$ cat config.mk
export PLATFORM = sky130hd
export DESIGN_NAME = pokey_io_top
export DESIGN_NICKNAME = d
export VERILOG_FILES = /design/src/hdl/pokey_io_pkg.sv /design/src/hdl/pokey_io_if.sv /design/src/hdl/io_read_mux.sv /design/src/hdl/key_scanner.sv /design/src/hdl/pokey_io_top.sv /design/src/hdl/pot_timer.sv
export VERILOG_INCLUDE_DIRS = /design/src /design/src/hdl
export SDC_FILE = /design/constraint.sdc
export NUM_CORES = 1
export LEC_CHECK = 0
export ABC_CLOCK_PERIOD_IN_PS = 1820
export BUFFER_PORTS_ARGS = -buffer_cell sky130_fd_sc_hd__buf_2
export CORE_ASPECT_RATIO = 0.7
export CORE_MARGIN = 4
export CORE_UTILIZATION = 28
export CTS_CLUSTER_DIAMETER = 120
export CTS_CLUSTER_SIZE = 10
export DETAILED_ROUTE_END_ITERATION = 7
export SLEW_MARGIN = 40
export SYNTH_ARGS = -nofsm -noshare
export SYNTH_HDL_FRONTEND = slang
export SYNTH_SLANG_ARGS = --single-unit
export TNS_END_PERCENT = 30
$ cat constraint.sdc
create_clock -name o2 -period 1.82 [get_ports o2]
set_clock_uncertainty 0.1 [all_clocks]
set_input_delay 0.364 -clock o2 [delete_from_list [all_inputs] [get_ports o2]]
set_output_delay 0.364 -clock o2 [all_outputs]
set_load 0.005 [all_outputs]
$ cat src/hdl/pokey_io_consts.svh
// pokey i/o constants
`ifndef POKEY_IO_CONSTS_SVH
`define POKEY_IO_CONSTS_SVH

// paddle sweep
// one line count per hline pulse, pots still open at the
// last line are closed with this value
`define POT_LINES 8'd228      // last line of a sweep, also the max pot reading

// keyboard matrix
`define KEY_COUNT 64          // keys per scan pass, 6-bit scan counter

// read port map
// 0..7 are pot0..pot7, selected by addr[2:0]
`define ADDR_POT_LAST 4'd7    // highest pot address
`define ADDR_ALLPOT   4'd8    // one bit per pot still measuring
`define ADDR_KBCODE   4'd9    // last debounced key, read clears key_irq

// 10..15 unused, read as zero

`endif

$ cat src/hdl/pokey_io_pkg.sv
// pokey i/o types
package pokey_io_pkg;

    // keycode as the scanner builds it
    // bit 7 is always zero here, the real chip puts the
    // control key in it and that key is not scanned
    typedef struct packed {
        logic       zero;   // unused control key position
        logic       shift;  // kr2 low at the moment of the key hit
        logic [5:0] key;    // scan count where kr1 went low
    } kbcode_fields_t;

    // one byte, two views
    // fields on the write side, raw on the cpu read side
    typedef union packed {
        logic [7:0]     raw;     // byte as returned on data_out
        kbcode_fields_t fields;  // decoded view
    } kbcode_u;

    // eight pot counts, pot i in element i
    typedef logic [7:0][7:0] pot_array_t;

endpackage

$ cat src/hdl/pokey_io_if.sv
// pokey i/o capture bus
`timescale 1ns/10ps

interface pokey_io_if (
    input logic o2  // all signals change on the rising edge of o2
);

    pokey_io_pkg::pot_array_t pots;      // latched pot counts
    logic [7:0]               allpot;    // 1 = pot still measuring
    pokey_io_pkg::kbcode_u    kbcode;    // last accepted key
    logic                     key_irq;   // level, new key pending
    logic                     kbcode_rd; // cpu read of kbcode, one cycle

    // keyboard stage
    modport key_src (
        input  o2,
        output kbcode,
        output key_irq,
        input  kbcode_rd
    );

    // paddle stage
    modport pot_src (
        input  o2,
        output pots,
        output allpot
    );

    // cpu read stage
    modport reader (
        input  o2,
        input  pots,
        input  allpot,
        input  kbcode,
        input  key_irq,
        output kbcode_rd
    );

endinterface

$ cat src/hdl/io_read_mux.sv
// cpu read port decode
`timescale 1ns/10ps
`include "pokey_io_consts.svh"

module io_read_mux (
    input  logic       rd,        // read strobe, one cycle
    input  logic [3:0] addr,
    output logic [7:0] data_out,  // valid whenever addr is, no register
    pokey_io_if.reader io
);

    logic sel_pot;                // addr in pot0..pot7
    logic sel_allpot;
    logic sel_kbcode;

    assign sel_pot    = (addr <= `ADDR_POT_LAST);
    assign sel_allpot = (addr == `ADDR_ALLPOT);
    assign sel_kbcode = (addr == `ADDR_KBCODE);

    // read of kbcode acknowledges the key, irq drops in key_scanner
    assign io.kbcode_rd = rd & sel_kbcode;

    always_comb begin
        data_out = 8'h00;  // unused addresses
        if (sel_pot)
            data_out = io.pots[addr[2:0]];
        else if (sel_allpot)
            data_out = io.allpot;
        else if (sel_kbcode)
            data_out = io.kbcode.raw;  // byte view of the keycode
    end

endmodule

$ cat src/hdl/key_scanner.sv
// keyboard matrix scanner
`timescale 1ns/10ps
`include "pokey_io_consts.svh"

module key_scanner (
    input  logic       o2,
    input  logic       rst_n,
    input  logic       kr1_L,      // matrix return, low on pressed key
    input  logic       kr2_L,      // shift return
    output logic [5:0] key_scan_L, // inverted scan count to the matrix
    pokey_io_if.key_src io
);

    logic [5:0] scan_cnt;          // free running, one key per cycle
    logic [5:0] cnt_d1;            // scan count lined up with sync stage 1
    logic [5:0] cnt_d2;            // lined up with sync stage 2
    logic [1:0] kr1_sync;
    logic [1:0] kr2_sync;
    logic       hit;               // key seen at cnt_d2
    logic       shift_now;         // shift held at the same moment
    logic       pass_end;          // last key of a pass in the aligned domain
    logic       seen_pass;         // some key seen so far this pass
    logic       cand_valid;
    logic [5:0] cand_key;          // key seen on the previous pass
    logic       key_held;          // accepted key not yet released
    logic       irq_q;
    pokey_io_pkg::kbcode_u kbcode_q;

    assign key_scan_L = ~scan_cnt;
    assign hit        = ~kr1_sync[1];
    assign shift_now  = ~kr2_sync[1];
    assign pass_end   = (cnt_d2 == 6'(`KEY_COUNT - 1));

    assign io.kbcode  = kbcode_q;
    assign io.key_irq = irq_q;

    always_ff @(posedge o2 or negedge rst_n) begin
        if (!rst_n) begin
            scan_cnt   <= '0;
            cnt_d1     <= '0;
            cnt_d2     <= '0;
            kr1_sync   <= 2'b11;   // returns idle high
            kr2_sync   <= 2'b11;
            seen_pass  <= 1'b0;
            cand_valid <= 1'b0;
            cand_key   <= '0;
            key_held   <= 1'b0;
            irq_q      <= 1'b0;
            kbcode_q   <= '0;
        end else begin
            scan_cnt <= scan_cnt + 6'd1;  // wraps after 63
            cnt_d1   <= scan_cnt;
            cnt_d2   <= cnt_d1;
            kr1_sync <= {kr1_sync[0], kr1_L};
            kr2_sync <= {kr2_sync[0], kr2_L};

            // cpu read clears the irq, a key accepted in the same cycle sets it again
            if (io.kbcode_rd)
                irq_q <= 1'b0;

            if (hit) begin
                if (cand_valid && (cand_key == cnt_d2)) begin
                    // same key on two passes in a row
                    if (!key_held) begin
                        kbcode_q.fields.zero  <= 1'b0;
                        kbcode_q.fields.shift <= shift_now;
                        kbcode_q.fields.key   <= cnt_d2;  // overwrites a pending key
                        irq_q                 <= 1'b1;
                        key_held              <= 1'b1;
                    end
                end else begin
                    // new candidate, must show up again next pass
                    cand_key   <= cnt_d2;
                    cand_valid <= 1'b1;
                end
            end

            // pass bookkeeping
            if (pass_end) begin
                seen_pass <= 1'b0;
                if (!(seen_pass || hit)) begin
                    // a full pass with no key, matrix released
                    cand_valid <= 1'b0;
                    key_held   <= 1'b0;
                end
            end else if (hit) begin
                seen_pass <= 1'b1;
            end
        end
    end

endmodule

$ cat src/hdl/pokey_io_top.sv
// pokey i/o control top
`timescale 1ns/10ps

module pokey_io_top (
    input  logic       o2,          // system clock
    input  logic       rst_n,
    // paddles
    input  logic       hline,       // line pulse from video timing
    input  logic       potgo,       // sweep start strobe
    input  logic [7:0] pot_scan,    // pot comparator lines
    // keyboard
    input  logic       kr1_L,
    input  logic       kr2_L,
    output logic [5:0] key_scan_L,
    // cpu read
    input  logic       rd,
    input  logic [3:0] addr,
    output logic [7:0] data_out,
    output logic       key_irq      // level, cleared by reading kbcode
);

    // captured values, capture stages to read stage
    pokey_io_if io_i (
        .o2 (o2)
    );

    // keyboard capture
    key_scanner key_i (
        .o2         (o2),
        .rst_n      (rst_n),
        .kr1_L      (kr1_L),
        .kr2_L      (kr2_L),
        .key_scan_L (key_scan_L),
        .io         (io_i.key_src)
    );

    // paddle capture
    pot_timer pot_i (
        .o2       (o2),
        .rst_n    (rst_n),
        .hline    (hline),
        .potgo    (potgo),
        .pot_scan (pot_scan),
        .io       (io_i.pot_src)
    );

    // read port
    io_read_mux mux_i (
        .rd       (rd),
        .addr     (addr),
        .data_out (data_out),
        .io       (io_i.reader)
    );

    assign key_irq = io_i.key_irq;  // straight from the scanner register

endmodule

$ cat src/hdl/pot_timer.sv
// paddle pot timer
`timescale 1ns/10ps
`include "pokey_io_consts.svh"

module pot_timer (
    input  logic       o2,
    input  logic       rst_n,
    input  logic       hline,     // one pulse per tv line
    input  logic       potgo,     // start a new sweep
    input  logic [7:0] pot_scan,  // comparator outputs, rise when cap is charged
    pokey_io_if.pot_src io
);

    logic [7:0] scan_sync1;
    logic [7:0] scan_sync2;
    logic [7:0] scan_prev;        // sync stage 2 one cycle back
    logic [7:0] rise;             // synchronized rising edge per pot
    logic [7:0] line_cnt;         // lines since potgo
    logic       sweep;            // sweep in progress
    logic       at_limit;
    logic [7:0] allpot_q;
    pokey_io_pkg::pot_array_t pots_q;

    assign rise     = scan_sync2 & ~scan_prev;
    assign at_limit = (line_cnt == `POT_LINES);

    assign io.pots   = pots_q;
    assign io.allpot = allpot_q;

    // two flop sync plus edge history, runs all the time
    always_ff @(posedge o2 or negedge rst_n) begin
        if (!rst_n) begin
            scan_sync1 <= '0;
            scan_sync2 <= '0;
            scan_prev  <= '0;
        end else begin
            scan_sync1 <= pot_scan;
            scan_sync2 <= scan_sync1;
            scan_prev  <= scan_sync2;
        end
    end

    always_ff @(posedge o2 or negedge rst_n) begin
        if (!rst_n) begin
            line_cnt <= '0;
            sweep    <= 1'b0;   // idle until the first potgo
            allpot_q <= '0;
            pots_q   <= '0;
        end else if (potgo) begin
            // restart, potgo wins over anything in flight
            line_cnt <= '0;
            sweep    <= 1'b1;
            allpot_q <= 8'hff;
            pots_q   <= '0;
        end else if (sweep) begin
            if (at_limit) begin
                // close whatever is still open at the last line
                for (int i = 0; i < 8; i++) begin
                    if (allpot_q[i])
                        pots_q[i] <= `POT_LINES;
                end
                allpot_q <= '0;
                sweep    <= 1'b0;  // count stays at the limit
            end else begin
                for (int i = 0; i < 8; i++) begin
                    // only the first rise of a pot counts
                    if (rise[i] && allpot_q[i]) begin
                        pots_q[i]   <= line_cnt;
                        allpot_q[i] <= 1'b0;
                    end
                end
                if (hline)
                    line_cnt <= line_cnt + 8'd1;
            end
        end
    end

endmodule

==> metrics.md <==
| Metric | Value |
|---|---|
| Stages on the worst setup path | `4` |
| Critical Path, Cell by Cell | `mux4_2 > a21oi_1 > o21ai_0 > buf_2` |
| Yosys reg bits | `144` |
| CP max FO | `2` |
| Area Overhead vs Synth | `26.9%` |
| Power per cell area | `899 mW/mm2` |
| Kind of critical path | `reg2out` |
| Setup violators final | `14` |
| Largest net degree at the start of global routing | `70` |
| Die area | `0.0257 mm2` |
| Final core occ | `36.2%` |
| Via density | `4.62` |
| Share of layout cells above drive strength 1 | `29.5%` |
| Reg-to-reg endpoint | `pot_i.io.pots[59]$_DFFE_PN0P_` |
| Hold Vio Cnt, Final | `0` |
| CP bufs+invs | `1` |
| Critical Path AT | `1.64 ns` |
| Type of origin of the critical path | `register` |
| Placed cells | `858` |
| Number of fill cells | `2,177` |
| Main combinational cell family by area after synthesis | `multiplexers` |
| Clk sinks | `144` |
| Die Span X | `190 um` |
| GRT Util Overall | `12.8%` |
| Count of different cell masters after synthesis | `49` |
| Worst endpoint required time | `1.36 ns` |
| CTS Buf Count | `17` |
| Synth Area in Compound Gates | `9.50%` |
| Seq/Total Area, Yosys | `55.7%` |
| Max_cap viols | `0` |
| Gr ovfl total | `0` |
| N_diodes | `0` |
| Cell row count | `46` |
| Final Critical Period | `2.11 ns` |
| Clock-pin slew on the worst setup and hold paths | `0.06 ns` |
| Post-synthesis simple-gate area fraction | `12.5%` |
| WL/cell | `17.0 um` |
| Ys flop type | `dfrtp_1` |
| CP max stage cell | `mux4_2` |
| Async set-reset flop share out of synthesis | `100%` |
| Relative slew slack | `65.6%` |
| Mux cell area share after synthesis | `16.3%` |
| Setup ws final | `-0.288 ns` |
| Core ar. | `0.0227 mm2` |
| RSZ-0062 raised after global routing | `yes` |
| Post-Syn Area | `0.00648 mm2` |
| Most frequent cell after synthesis | `dfrtp_1` |
| HPWL after DPL | `10,500 um` |
| Die Y | `135 um` |
| Slew at the pin with the worst max-slew slack | `0.513 ns` |
| Post-synth top cells | `dfrtp_1, mux2i_1, nand2b_1` |
| XOR/XNOR Fraction of Synth Area | `1.89%` |
| R2R Path Start | `pot_i.line_cnt[0]$_DFFE_PN0P_` |
| Skew-Pair Late Insertion Delay | `0.43 ns` |
| EDFF count, synth | `0` |
| GP Congestion | `0.821` |
| Initial Util | `28.5%` |
| Post-synth top area cell | `dfrtp_1` |
| Clock Path Buffers | `2` |
| Post-Syn Instances | `502` |
| Synth Area in Adders | `0.579%` |
| Largest delay share family, worst path | `multiplexers` |
| Io pins | `34` |
| Final period utilization | `116%` |
| Placement Setup Slack | `-0.249 ns` |
| IO Port Bufs | `33` |
| CP endpoint | `data_out[5]` |
| Reg2Reg Depth | `8` |
| Vias in the first global route | `4,497` |
| DRT Wirelength | `15,400 um` |
| Max Fclk | `0.474 GHz` |
| Yosys top cell area share | `54.1%` |
| Initial antenna violation count | `0` |
| First-pass GRT wire length | `25,200 um` |
| Critical path launch point | `pot_i.io.pots[29]$_DFFE_PN0P_` |
| Worst path max stage delay | `0.48 ns` |
| DR pass1 iterations | `4` |
| Flop2flop setup slack | `-0.03 ns` |
| Slew Limit Fails | `0` |
| Root buffer cell | `clkbuf_16` |
| CTS tree | `yes` |
| Leak pwr | `0.00371 uW` |
| Syn Nets | `524` |
| Detailed-route via count | `4,209` |
| Residual DRC count | `0` |
| Max VDD drop | `721 uV` |
| Routed Antenna Nets | `0` |
| Hold Crit Class | `in2reg` |
| Top cells by area, synth | `dfrtp_1, mux2i_1, mux4_2` |
| Nets | `610` |
| Status | `finished, violations left` |
| Syn avg cell area | `12.9 um2` |
| Violated checks | `negative setup slack` |
| Synth warn | `0` |
| Htree depth | `4` |
| Post-Layout Cell Count | `911` |
| Worst Setup End Kind | `output pin` |
| Number of DRC markers in iteration 0 | `246` |
-- where the power goes --
| group | switching [uW] | internal [uW] |
|---|---|---|
| logic | 337 | 306 |
| registers | 70.4 | 3310 |
| clock network | 1330 | 2040 |
-- final cells by class --
class	count	area, um2	area share (%)
Clock buffer	21	450	5.48
Clock inverter	9	111	1.35
Inverter	17	63.8	0.776
Multi-Input combinational cell	309	2710	33.0
Sequential cell	144	3610	43.9
Tap cell	312	390	4.75
Timing Repair Buffer	99	888	10.8
-- cell usage in the layout, fill, tap and decap left out, types with 7 or more instances in the layout --
master         netlist  layout
dfrtp_1            140     139
mux2i_1             56      55
nand2b_1            54      54
buf_4                2      39
buf_2                9      32
nor2b_1             20      20
clkbuf_16            0      17
mux4_2              16      16
nor2_1              15      15
inv_1               16      14
nand3_1             13      13
o21ai_0             20      13
buf_12               1      13
mux2_2              12      12
o2bb2ai_1           12      12
nand2_1             11      11
dlygate4sd3_1        0      11
a21o_1              10      10
xor2_1               9       9
a21oi_2              0       7
o21ai_1              0       7
o211ai_4             7       7
-- stage by stage --
stage	total power, uW	TNS (ns)	cell area [um2]	hold slack [ns]
after CTS	7470	-3.12	8130	0.0962
after detailed placement	4010	-4.49	7300	0.219
final	7390	-2.34	8220	0.110
after floorplan	3730	0	6500	-0.0316
after global routing	7700	-3.62	8220	0.107
after global placement	4000	-2.86	7300	0.211
-- registers in the layout, indices dropped and copies added, names as in the netlist, 6 cells and up --
signal / count
key_i.cand_key: 6
key_i.cnt_d1: 6
key_i.cnt_d2: 6
key_i.io.kbcode: 7
key_i.scan_cnt: 6
pot_i.io.allpot: 8
pot_i.io.pots: 64
pot_i.line_cnt: 8
pot_i.scan_prev: 8
pot_i.scan_sync1: 8
pot_i.scan_sync2: 8
-- layer usage --
layer / global-route usage (%) / share of wire, % / vias to the layer above
met5: 0 / 0 / -
met4: 4.18 / 1.4 / 0
met3: 3.99 / 4.4 / 20
met2: 18.5 / 44 / 79
met1: 18.3 / 50 / 2168
li1: - / - / 1942
-- cells by family (layout without fill, tap and decap cells) --
family	count (synthesis)	in the layout
xor gates and xnor gates	14	14
adders and majority gates	3	3
and+or+nand+nor	133	133
AOI/OAI and AO/OA	75	75
buffers and inverters	49	146
DFF	144	144
muxes	84	84
-- worst min path at each step --
stage,from,end,slack (ns),cells past startpoint
after floorplan,rst_n,key_i.cand_key[0]$_DFFE_PN0P_,-0.03,0
after CTS,rd,key_i.io.key_irq$_DFF_PN0_,0.1,3
after global routing,rd,key_i.io.key_irq$_DFF_PN0_,0.11,3
after detailed placement,rst_n,pot_i.scan_sync1[1]$_DFF_PN0_,0.22,1
after global placement,rst_n,key_i.scan_cnt[0]$_DFF_PN0_,0.21,1
final,rd,key_i.io.key_irq$_DFF_PN0_,0.11,3
-- repair_timing --
item,in CTS,in global routing
gates resized for setup,21,7
gates cloned,1,0
pin swaps,15,4
endpoints found under the setup margin,62,53
buffers inserted,6,5
endpoints found under the hold margin,45,0
hold buffers,11,0
-- worst reg2reg max path: stages, from the launching register on --
cell,delay [ns]
dfrtp_1,0.37
inv_2,0.06
ha_4,0.16
nand2b_4,0.08
nor3_4,0.04
buf_6,0.14
buf_8,0.14
o211ai_4,0.43
mux2i_1,0.26
Note: power is estimated with default switching activity, not from simulation.
